File: config.mk
export PLATFORM = sky130hd
export DESIGN_NAME = issue_read_operands
export DESIGN_NICKNAME = d
export VERILOG_FILES = /design/src/issue_pkg.sv /design/src/int_regfile.sv /design/src/issue_hazard_check.sv /design/src/issue_output_reg.sv /design/src/issue_read_operands.sv /design/src/operand_select.sv
export SDC_FILE = /design/constraint.sdc
export NUM_CORES = 2
export LEC_CHECK = 0
export ABC_CLOCK_PERIOD_IN_PS = 3100
export BUFFER_PORTS_ARGS = -buffer_cell sky130_fd_sc_hd__clkbuf_2
export CORE_UTILIZATION = 40
export CTS_BUF_LIST = sky130_fd_sc_hd__clkbuf_8
export CTS_CLUSTER_DIAMETER = 200
export DETAILED_ROUTE_END_ITERATION = 12
export PLACE_DENSITY = 0.66
export SYNTH_ARGS = -nofsm -noshare
export SYNTH_HDL_FRONTEND = slang
export SYNTH_SLANG_ARGS = --single-unit
export TNS_END_PERCENT = 20
File: constraint.sdc
create_clock -name clk_i -period 3.1 [get_ports clk_i]
set_input_delay 0.62 -clock clk_i [delete_from_list [all_inputs] [get_ports clk_i]]
set_output_delay 0.62 -clock clk_i [all_outputs]
set_load 0.05 [all_outputs]
File: src/issue_pkg.sv
// shared widths, functional-unit and operator enums, issue and commit structs
package issue_pkg;

    // ------------------------------------------------------------------------
    // widths
    // ------------------------------------------------------------------------
    localparam int unsigned XLEN          = 32;
    localparam int unsigned REG_ADDR_SIZE = 5;
    localparam int unsigned TRANS_ID_BITS = 3;

    typedef logic [XLEN-1:0]          xlen_t;
    typedef logic [REG_ADDR_SIZE-1:0] reg_addr_t;

    // ------------------------------------------------------------------------
    // functional units and operators
    // ------------------------------------------------------------------------
    // NONE marks a free register in the clobber table
    typedef enum logic [2:0] {
        NONE, ALU, CTRL_FLOW, CSR, MULT, LOAD, STORE
    } fu_t;

    // ADD sits at zero so a cleared register decodes as a plain add
    typedef enum logic [5:0] {
        ADD, SUB, AND, OR, XOR, SLL, SRL, SRA, SLT, SLTU,
        MUL, MULH, DIV, REM,
        LW, LH, LB, SW, SH, SB,
        BEQ, BNE, BLT, BGE, JAL, JALR,
        CSRRW, CSRRS, CSRRC
    } fu_op_t;

    // ------------------------------------------------------------------------
    // structs
    // ------------------------------------------------------------------------
    // one scoreboard entry offered for issue
    typedef struct packed {
        xlen_t                    pc;
        logic [TRANS_ID_BITS-1:0] trans_id;
        fu_t                      fu;
        fu_op_t                   op;
        reg_addr_t                rs1;
        reg_addr_t                rs2;
        reg_addr_t                rd;
        xlen_t                    result;        // immediate from decode
        logic                     use_imm;
        logic                     use_zimm;
        logic                     use_pc;
        logic                     ex_valid;      // exception already raised
        logic                     is_compressed;
    } issue_entry_t;

    // a single write from the commit stage
    typedef struct packed {
        reg_addr_t waddr;
        xlen_t     wdata;
        logic      we;
    } commit_port_t;

    // flu covers ALU, CTRL_FLOW, CSR and MULT
    typedef struct packed {
        logic flu;
        logic lsu;
    } fu_ready_t;

    typedef struct packed {
        logic alu;
        logic branch;
        logic lsu;
        logic mult;
        logic csr;
    } unit_valid_t;

    // payload handed to execute
    typedef struct packed {
        fu_t                      fu;
        fu_op_t                   op;
        xlen_t                    operand_a;
        xlen_t                    operand_b;
        xlen_t                    imm;
        logic [TRANS_ID_BITS-1:0] trans_id;
        xlen_t                    pc;
        logic                     is_compressed;
    } fu_data_t;

endpackage

File: src/int_regfile.sv
// integer register file, two combinational read ports, commit write ports, x0 tied to zero
`timescale 1ns/10ps

module int_regfile #(
    parameter int unsigned NR_COMMIT_PORTS = 2
) (
    input  logic                                         clk_i,
    input  logic                                         rst_ni,
    input  issue_pkg::reg_addr_t                         raddr_a_i,
    input  issue_pkg::reg_addr_t                         raddr_b_i,
    input  issue_pkg::commit_port_t [NR_COMMIT_PORTS-1:0] commit_i,
    output issue_pkg::xlen_t                             rdata_a_o,
    output issue_pkg::xlen_t                             rdata_b_o
);
    import issue_pkg::*;

    localparam int unsigned NR_REGS = 2 ** REG_ADDR_SIZE;

    xlen_t mem_q [NR_REGS];

    // ------------------------------------------------------------------------
    // write side
    // ------------------------------------------------------------------------
    // ports are walked in ascending order, so the highest index
    // hitting the same register is the one that lands
    always_ff @(posedge clk_i or negedge rst_ni) begin
        if (!rst_ni) begin
            for (int unsigned r = 0; r < NR_REGS; r++) begin
                mem_q[r] <= '0;
            end
        end else begin
            for (int unsigned p = 0; p < NR_COMMIT_PORTS; p++) begin
                // x0 is never written, it keeps its reset value
                if (commit_i[p].we && (commit_i[p].waddr != '0)) begin
                    mem_q[commit_i[p].waddr] <= commit_i[p].wdata;
                end
            end
        end
    end

    // ------------------------------------------------------------------------
    // read side
    // ------------------------------------------------------------------------
    // no write-through, a same-cycle write shows up after the edge
    assign rdata_a_o = mem_q[raddr_a_i];
    assign rdata_b_o = mem_q[raddr_b_i];

endmodule

File: src/issue_hazard_check.sv
// source clobber and forwarding check, unit busy select, WAW check and issue ack
`timescale 1ns/10ps

module issue_hazard_check #(
    parameter int unsigned NR_COMMIT_PORTS = 2
) (
    input  issue_pkg::issue_entry_t                        issue_instr_i,
    input  logic                                           issue_valid_i,
    input  issue_pkg::fu_t [2**issue_pkg::REG_ADDR_SIZE-1:0] rd_clobber_i,
    input  logic                                           rs1_valid_i,
    input  logic                                           rs2_valid_i,
    input  issue_pkg::fu_ready_t                           fu_ready_i,
    input  issue_pkg::commit_port_t [NR_COMMIT_PORTS-1:0]  commit_i,
    input  logic                                           mult_issued_i,
    output logic                                           forward_rs1_o,
    output logic                                           forward_rs2_o,
    output logic                                           issue_ack_o,
    output logic                                           issue_fire_o
);
    import issue_pkg::*;

    logic stall;
    logic fu_busy;
    logic rd_free;

    // ------------------------------------------------------------------------
    // source operands
    // ------------------------------------------------------------------------
    always_comb begin : operands_available
        stall         = 1'b0;
        forward_rs1_o = 1'b0;
        forward_rs2_o = 1'b0;
        // rs1 carries the zimm for CSR immediates, nothing to wait on then
        if (!issue_instr_i.use_zimm && (rd_clobber_i[issue_instr_i.rs1] != NONE)) begin
            // CSR results never come back through the scoreboard
            if (rs1_valid_i && (rd_clobber_i[issue_instr_i.rs1] != CSR)) begin
                forward_rs1_o = 1'b1;
            end else begin
                stall = 1'b1;
            end
        end
        if (rd_clobber_i[issue_instr_i.rs2] != NONE) begin
            if (rs2_valid_i && (rd_clobber_i[issue_instr_i.rs2] != CSR)) begin
                forward_rs2_o = 1'b1;
            end else begin
                stall = 1'b1;
            end
        end
    end

    // busy flag of the unit this instruction needs
    always_comb begin : unit_busy
        case (issue_instr_i.fu)
            ALU, CTRL_FLOW, CSR, MULT: fu_busy = ~fu_ready_i.flu;
            LOAD, STORE:               fu_busy = ~fu_ready_i.lsu;
            default:                   fu_busy = 1'b0;
        endcase
    end

    // ------------------------------------------------------------------------
    // write after write
    // ------------------------------------------------------------------------
    // rd is usable if nobody owns it, or its owner commits right now
    always_comb begin : waw_check
        rd_free = (rd_clobber_i[issue_instr_i.rd] == NONE);
        for (int unsigned p = 0; p < NR_COMMIT_PORTS; p++) begin
            if (commit_i[p].we && (commit_i[p].waddr == issue_instr_i.rd)) begin
                rd_free = 1'b1;
            end
        end
    end

    always_comb begin : issue_ack
        issue_ack_o = 1'b0;
        if (issue_valid_i) begin
            if (!stall && !fu_busy && rd_free) begin
                issue_ack_o = 1'b1;
            end
            // exceptions and unit-less ops just drain, no unit needed
            if (issue_instr_i.ex_valid || (issue_instr_i.fu == NONE)) begin
                issue_ack_o = 1'b1;
            end
        end
        // a multiply in flight owns the fixed-latency writeback next cycle
        if (mult_issued_i && (issue_instr_i.fu != MULT)) begin
            issue_ack_o = 1'b0;
        end
    end

    assign issue_fire_o = issue_ack_o & issue_valid_i & ~issue_instr_i.ex_valid;

endmodule

File: src/issue_output_reg.sv
// issue to execute pipeline register and one-hot unit valid pulses with flush
`timescale 1ns/10ps

module issue_output_reg (
    input  logic                    clk_i,
    input  logic                    rst_ni,
    input  logic                    flush_i,
    input  logic                    issue_fire_i,
    input  issue_pkg::fu_t          fu_i,
    input  issue_pkg::fu_data_t     fu_data_next_i,
    output issue_pkg::fu_data_t     fu_data_o,
    output issue_pkg::unit_valid_t  unit_valid_o,
    output logic                    mult_issued_o
);
    import issue_pkg::*;

    unit_valid_t unit_valid_d;

    // ------------------------------------------------------------------------
    // payload
    // ------------------------------------------------------------------------
    // loaded every cycle, the unit valids tell execute when it counts
    always_ff @(posedge clk_i or negedge rst_ni) begin
        if (!rst_ni) begin
            fu_data_o <= '{fu: NONE, op: ADD, default: '0};
        end else begin
            fu_data_o <= fu_data_next_i;
        end
    end

    // ------------------------------------------------------------------------
    // unit valids
    // ------------------------------------------------------------------------
    // pulse decode, one cycle wide since it clears by default
    always_comb begin : valid_decode
        unit_valid_d = '0;
        if (issue_fire_i) begin
            case (fu_i)
                ALU:         unit_valid_d.alu    = 1'b1;
                CTRL_FLOW:   unit_valid_d.branch = 1'b1;
                MULT:        unit_valid_d.mult   = 1'b1;
                LOAD, STORE: unit_valid_d.lsu    = 1'b1;
                CSR:         unit_valid_d.csr    = 1'b1;
                default:     unit_valid_d        = '0;
            endcase
        end
        // a flushed instruction must not start its unit
        if (flush_i) begin
            unit_valid_d = '0;
        end
    end

    always_ff @(posedge clk_i or negedge rst_ni) begin
        if (!rst_ni) begin
            unit_valid_o <= '0;
        end else begin
            unit_valid_o <= unit_valid_d;
        end
    end

    // fed back to hold off non-mult issue for one cycle
    assign mult_issued_o = unit_valid_o.mult;

endmodule

File: src/issue_read_operands.sv
// issue and operand read top, hazard check, register file, operand select, output register
`timescale 1ns/10ps

module issue_read_operands #(
    parameter int unsigned NR_COMMIT_PORTS = 2
) (
    input  logic                                           clk_i,
    input  logic                                           rst_ni,
    input  logic                                           flush_i,
    // scoreboard issue
    input  issue_pkg::issue_entry_t                        issue_instr_i,
    input  logic                                           issue_valid_i,
    output logic                                           issue_ack_o,
    // scoreboard lookup
    output issue_pkg::reg_addr_t                           rs1_o,
    input  issue_pkg::xlen_t                               rs1_i,
    input  logic                                           rs1_valid_i,
    output issue_pkg::reg_addr_t                           rs2_o,
    input  issue_pkg::xlen_t                               rs2_i,
    input  logic                                           rs2_valid_i,
    input  issue_pkg::fu_t [2**issue_pkg::REG_ADDR_SIZE-1:0] rd_clobber_i,
    // execute side
    input  issue_pkg::fu_ready_t                           fu_ready_i,
    output issue_pkg::fu_data_t                            fu_data_o,
    output issue_pkg::unit_valid_t                         unit_valid_o,
    // commit writes
    input  issue_pkg::commit_port_t [NR_COMMIT_PORTS-1:0]  commit_i
);
    import issue_pkg::*;

    logic     forward_rs1;
    logic     forward_rs2;
    logic     issue_fire;
    logic     mult_issued;
    xlen_t    rf_rdata_a;
    xlen_t    rf_rdata_b;
    fu_data_t fu_data_next;

    // scoreboard lookup straight from the instruction
    assign rs1_o = issue_instr_i.rs1;
    assign rs2_o = issue_instr_i.rs2;

    // ------------------------------------------------------------------------
    // decode: hazards and ack
    // ------------------------------------------------------------------------
    issue_hazard_check #(
        .NR_COMMIT_PORTS ( NR_COMMIT_PORTS )
    ) i_issue_hazard_check (
        .issue_instr_i   ( issue_instr_i ),
        .issue_valid_i   ( issue_valid_i ),
        .rd_clobber_i    ( rd_clobber_i  ),
        .rs1_valid_i     ( rs1_valid_i   ),
        .rs2_valid_i     ( rs2_valid_i   ),
        .fu_ready_i      ( fu_ready_i    ),
        .commit_i        ( commit_i      ),
        .mult_issued_i   ( mult_issued   ),
        .forward_rs1_o   ( forward_rs1   ),
        .forward_rs2_o   ( forward_rs2   ),
        .issue_ack_o     ( issue_ack_o   ),
        .issue_fire_o    ( issue_fire    )
    );

    // ------------------------------------------------------------------------
    // execute: register read and operand mux
    // ------------------------------------------------------------------------
    int_regfile #(
        .NR_COMMIT_PORTS ( NR_COMMIT_PORTS )
    ) i_int_regfile (
        .clk_i     ( clk_i             ),
        .rst_ni    ( rst_ni            ),
        .raddr_a_i ( issue_instr_i.rs1 ),
        .raddr_b_i ( issue_instr_i.rs2 ),
        .commit_i  ( commit_i          ),
        .rdata_a_o ( rf_rdata_a        ),
        .rdata_b_o ( rf_rdata_b        )
    );

    operand_select i_operand_select (
        .issue_instr_i  ( issue_instr_i ),
        .rf_a_i         ( rf_rdata_a    ),
        .rf_b_i         ( rf_rdata_b    ),
        .rs1_i          ( rs1_i         ),
        .rs2_i          ( rs2_i         ),
        .forward_rs1_i  ( forward_rs1   ),
        .forward_rs2_i  ( forward_rs2   ),
        .fu_data_next_o ( fu_data_next  )
    );

    // ------------------------------------------------------------------------
    // result: issue register
    // ------------------------------------------------------------------------
    issue_output_reg i_issue_output_reg (
        .clk_i          ( clk_i            ),
        .rst_ni         ( rst_ni           ),
        .flush_i        ( flush_i          ),
        .issue_fire_i   ( issue_fire       ),
        .fu_i           ( issue_instr_i.fu ),
        .fu_data_next_i ( fu_data_next     ),
        .fu_data_o      ( fu_data_o        ),
        .unit_valid_o   ( unit_valid_o     ),
        .mult_issued_o  ( mult_issued      )
    );

endmodule

File: src/operand_select.sv
// operand a, operand b and immediate mux from register file, forwarding and instruction fields
`timescale 1ns/10ps

module operand_select (
    input  issue_pkg::issue_entry_t issue_instr_i,
    input  issue_pkg::xlen_t        rf_a_i,
    input  issue_pkg::xlen_t        rf_b_i,
    input  issue_pkg::xlen_t        rs1_i,
    input  issue_pkg::xlen_t        rs2_i,
    input  logic                    forward_rs1_i,
    input  logic                    forward_rs2_i,
    output issue_pkg::fu_data_t     fu_data_next_o
);
    import issue_pkg::*;

    xlen_t operand_a;
    xlen_t operand_b;

    // ------------------------------------------------------------------------
    // operand a
    // ------------------------------------------------------------------------
    // later assignments take priority: zimm over pc over register
    always_comb begin : sel_operand_a
        operand_a = forward_rs1_i ? rs1_i : rf_a_i;
        if (issue_instr_i.use_pc) begin
            operand_a = issue_instr_i.pc;
        end
        if (issue_instr_i.use_zimm) begin
            operand_a = {{(XLEN-REG_ADDR_SIZE){1'b0}}, issue_instr_i.rs1};
        end
    end

    // ------------------------------------------------------------------------
    // operand b
    // ------------------------------------------------------------------------
    // stores and branches need rs2 itself, their imm rides in the imm field
    always_comb begin : sel_operand_b
        operand_b = forward_rs2_i ? rs2_i : rf_b_i;
        if (issue_instr_i.use_imm && (issue_instr_i.fu != STORE)
                && (issue_instr_i.fu != CTRL_FLOW)) begin
            operand_b = issue_instr_i.result;
        end
    end

    // rest of the payload is a straight copy
    assign fu_data_next_o = '{
        fu:            issue_instr_i.fu,
        op:            issue_instr_i.op,
        operand_a:     operand_a,
        operand_b:     operand_b,
        imm:           issue_instr_i.result,
        trans_id:      issue_instr_i.trans_id,
        pc:            issue_instr_i.pc,
        is_compressed: issue_instr_i.is_compressed
    };

endmodule

==> metrics <==
Placement Setup Slack -643 ps; PD cells 614 nW/µm²; # setup viols final 1; drt first pass iters 7; Seq/Total Area, Yosys 0.417; kind of critical path in -> out; Std-Cell Core Area 174000 µm²; largest net degree at the start of global routing 105; f_max 292 MHz; Post-synth ARST share 1.00; Synth warnings 0; drt drc 0; Fin. Hold Viols 0; top post-synthesis cells by count dfrtp_1, mux2i_1, nor2_1, a21oi_1, clkbuf_1; Slew Viols, Final 0; maximum vdd drop 0.000499 V; Overall Global Routing Usage 0.306; Tcrit/Tclk final 1.10; Startpoint Class input pin; Syn Area/Cell 11.2 µm²; GRT overflow 0; clk_skew 102 ps; Die H 421 µm; Synthesized Nets 6643; Worst-path clk slew 90 ps; Port Buf Inserts 496; Setup crit end kind output port; Seq cells post-synth 1170; WL final 276000 µm; number of synthesized flops with an enable pin 0; RSZ-0062 raised after global routing true; Hold Crit Class in -> async; vias in the first global route 57800; Cells after DPL 8773; status complete, but fails checks; mean number of vias per cell 6.17; Overall Power 0.0517 W; CTS tree yes; Finished Core Util 0.483; Unique masters post-synth 63; TritonCTS Buffers 207; post-synthesis cell area 70300 µm²; initial antenna violation count 21; max-cap viol count 0; Max Root-Sink Buffers 3; slew margin rel. 0.274; io pins 497; Die X 421 µm; DR iter-0 viols 7230; Placed Instance Area 78000 µm²; top post-synthesis cells by area dfrtp_1, mux4_2, mux2i_1; DIE AREA 177000 µm²; failing checks setup timing; Top FF cell, synth dfrtp_1; post-synth top area share 0.417; Mapped Cells 6303; Rows 153; min setup slack post-route -324 ps; Starting Density 0.404; Worst-Skew Late Latency 1040 ps; Critical Path RT 2480 ps; hpwl dp 170000 µm; min cycle time layout 3420 ps; H-tree levels 4; crit path max fanout 6; Area growth, synth to finish 19.8%; DRT antenna net count 0; count leader, synth dfrtp_1; via count 57500; leakage power 36.5 nW; Final #Nets 7143; Worst-Margin Slew 1090 ps; area leader, netlist dfrtp_1; first-pass GRT wire length 400000 µm; placer congestion estimate 0.997; Non-Filler Instances 9315; clk sinks 1170; crit path DAT 2800 ps; clock root cell clkbuf_8; Final Cell Area 84200 µm²; routed wire length per instance 29.7 µm; layout cells sized above 1 0.286
cells in the final DEF, fill, tap and decap left out, types with 6 or more instances in the layout:
cell,netlist,final
dfrtp_1,1170,1170
mux2i_1,1139,1136
nor2_1,747,718
a21oi_1,711,711
mux4_2,595,597
clkbuf_2,0,485
nand2_1,406,373
o21ai_0,326,325
buf_4,15,292
clkbuf_8,0,261
dlygate4sd3_1,0,137
buf_12,0,130
a32oi_1,105,105
inv_1,6,68
mux2_2,38,37
a22oi_1,35,35
o21ai_1,30,31
clkinv_2,0,31
a22o_1,28,28
a221oi_1,27,27
nor2_4,0,25
nand2_4,0,24
diode_2,0,14
nor2b_1,17,12
nand3_1,15,10
nor4_1,11,10
or4b_4,0,10
nand2_2,0,9
nand2b_1,8,8
xor2_1,8,8
nor4b_1,8,8
bufinv_16,0,8
and3_1,8,6
buf_6,1,6
buf_8,3,6
sequential cells by signal (all words and copies together), names as in the netlist:
name                              count
i_int_regfile.mem_q                1024
i_issue_output_reg.fu_data_o        141
i_issue_output_reg.unit_valid_o       4
i_issue_output_reg.mult_issued_o      1
worst paths after layout:
kind / cells after the start / to / slack, ps / startpoint
max: 10 / issue_ack_o / -320 / issue_instr_i[43]
min: 2 / i_issue_output_reg.fu_data_o[35]$_DFF_PN0_ / 70 / rst_ni
max reg2reg: 6 / i_issue_output_reg.fu_data_o[69]$_DFF_PN0_ / 820 / i_int_regfile.mem_q[1]$_DFF_PN0_
min reg2reg: 0 / i_int_regfile.mem_q[1021]$_DFF_PN0_ / 390 / i_int_regfile.mem_q[1021]$_DFF_PN0_
max in group asynchronous: 3 / i_issue_output_reg.fu_data_o[33]$_DFF_PN0_ / 1810 / rst_ni
min in group clk_i: 3 / i_issue_output_reg.fu_data_o[106]$_DFF_PN0_ / 80 / issue_instr_i[2]
kinds of logic (layout without fill, tap and decap cells):
logic type / Yosys count / in the layout / share of synthesized area
muxes: 1775 / 1775 / 0.360
AOI/OAI and AO/OA: 1301 / 1301 / 0.104
and+or+nand+nor: 1272 / 1272 / 0.0738
DFF: 1170 / 1170 / 0.417
buffers and inverters: 774 / 1447 / 0.0438
xor gates and xnor gates: 11 / 11 / 0.00137
other: 0 / 14 / 0
critical path: stages:
cell	delay, ps
buf_12	100
buf_8	110
mux4_2	480
mux2_4	290
and3_4	160
nor4_4	290
o21a_1	200
o22ai_2	100
o31ai_4	260
buf_12	180
per-stage QoR:
stage	setup TNS [ps]	hold slack [ps]
finish	-324	74.7
global route	-396	77.4
CTS	-377	3.48
detailed placement	-18110	384
global placement	-17540	376
floorplan	-1290	324
routing by layer:
metal | GRT usage | routed length, µm | up-vias
met3 | 0.0762 | 28500 | 886
met1 | 0.379 | 101000 | 28800
li1 | - | - | 24300
met4 | 0.199 | 19400 | 12
met2 | 0.478 | 128000 | 3537
met5 | 0 | 70 | -
power breakdown:
part,internal (W),switching (W),leakage [nW]
Combinational,0.00751,0.00662,19.8
Sequential,0.0190,0.00274,14.2
Clock,0.00837,0.00743,2.57
Total,0.0349,0.0168,36.5
final cells by class:
cell class | count | area, µm²
antenna | 14 | 35.0
clock buffer | 260 | 3580
tap | 2325 | 2910
sequential | 1170 | 29300
timing repair buffer | 1058 | 8790
multi-input combinational | 4359 | 38600
clock inverter | 122 | 988
fill | 15500 | 90000
inverter | 7 | 26.3
timing repair:
item | in CTS | in global routing
setup endpoints to repair | 1 | 1
hold buffers | 137 | 0
pin swaps | 7 | 6
setup buffers | 5 | 3
endpoints found under the hold margin | 284 | 0
resized for setup | 26 | 13
cloned | 0 | 1
Power figures use the tool's default switching activity.
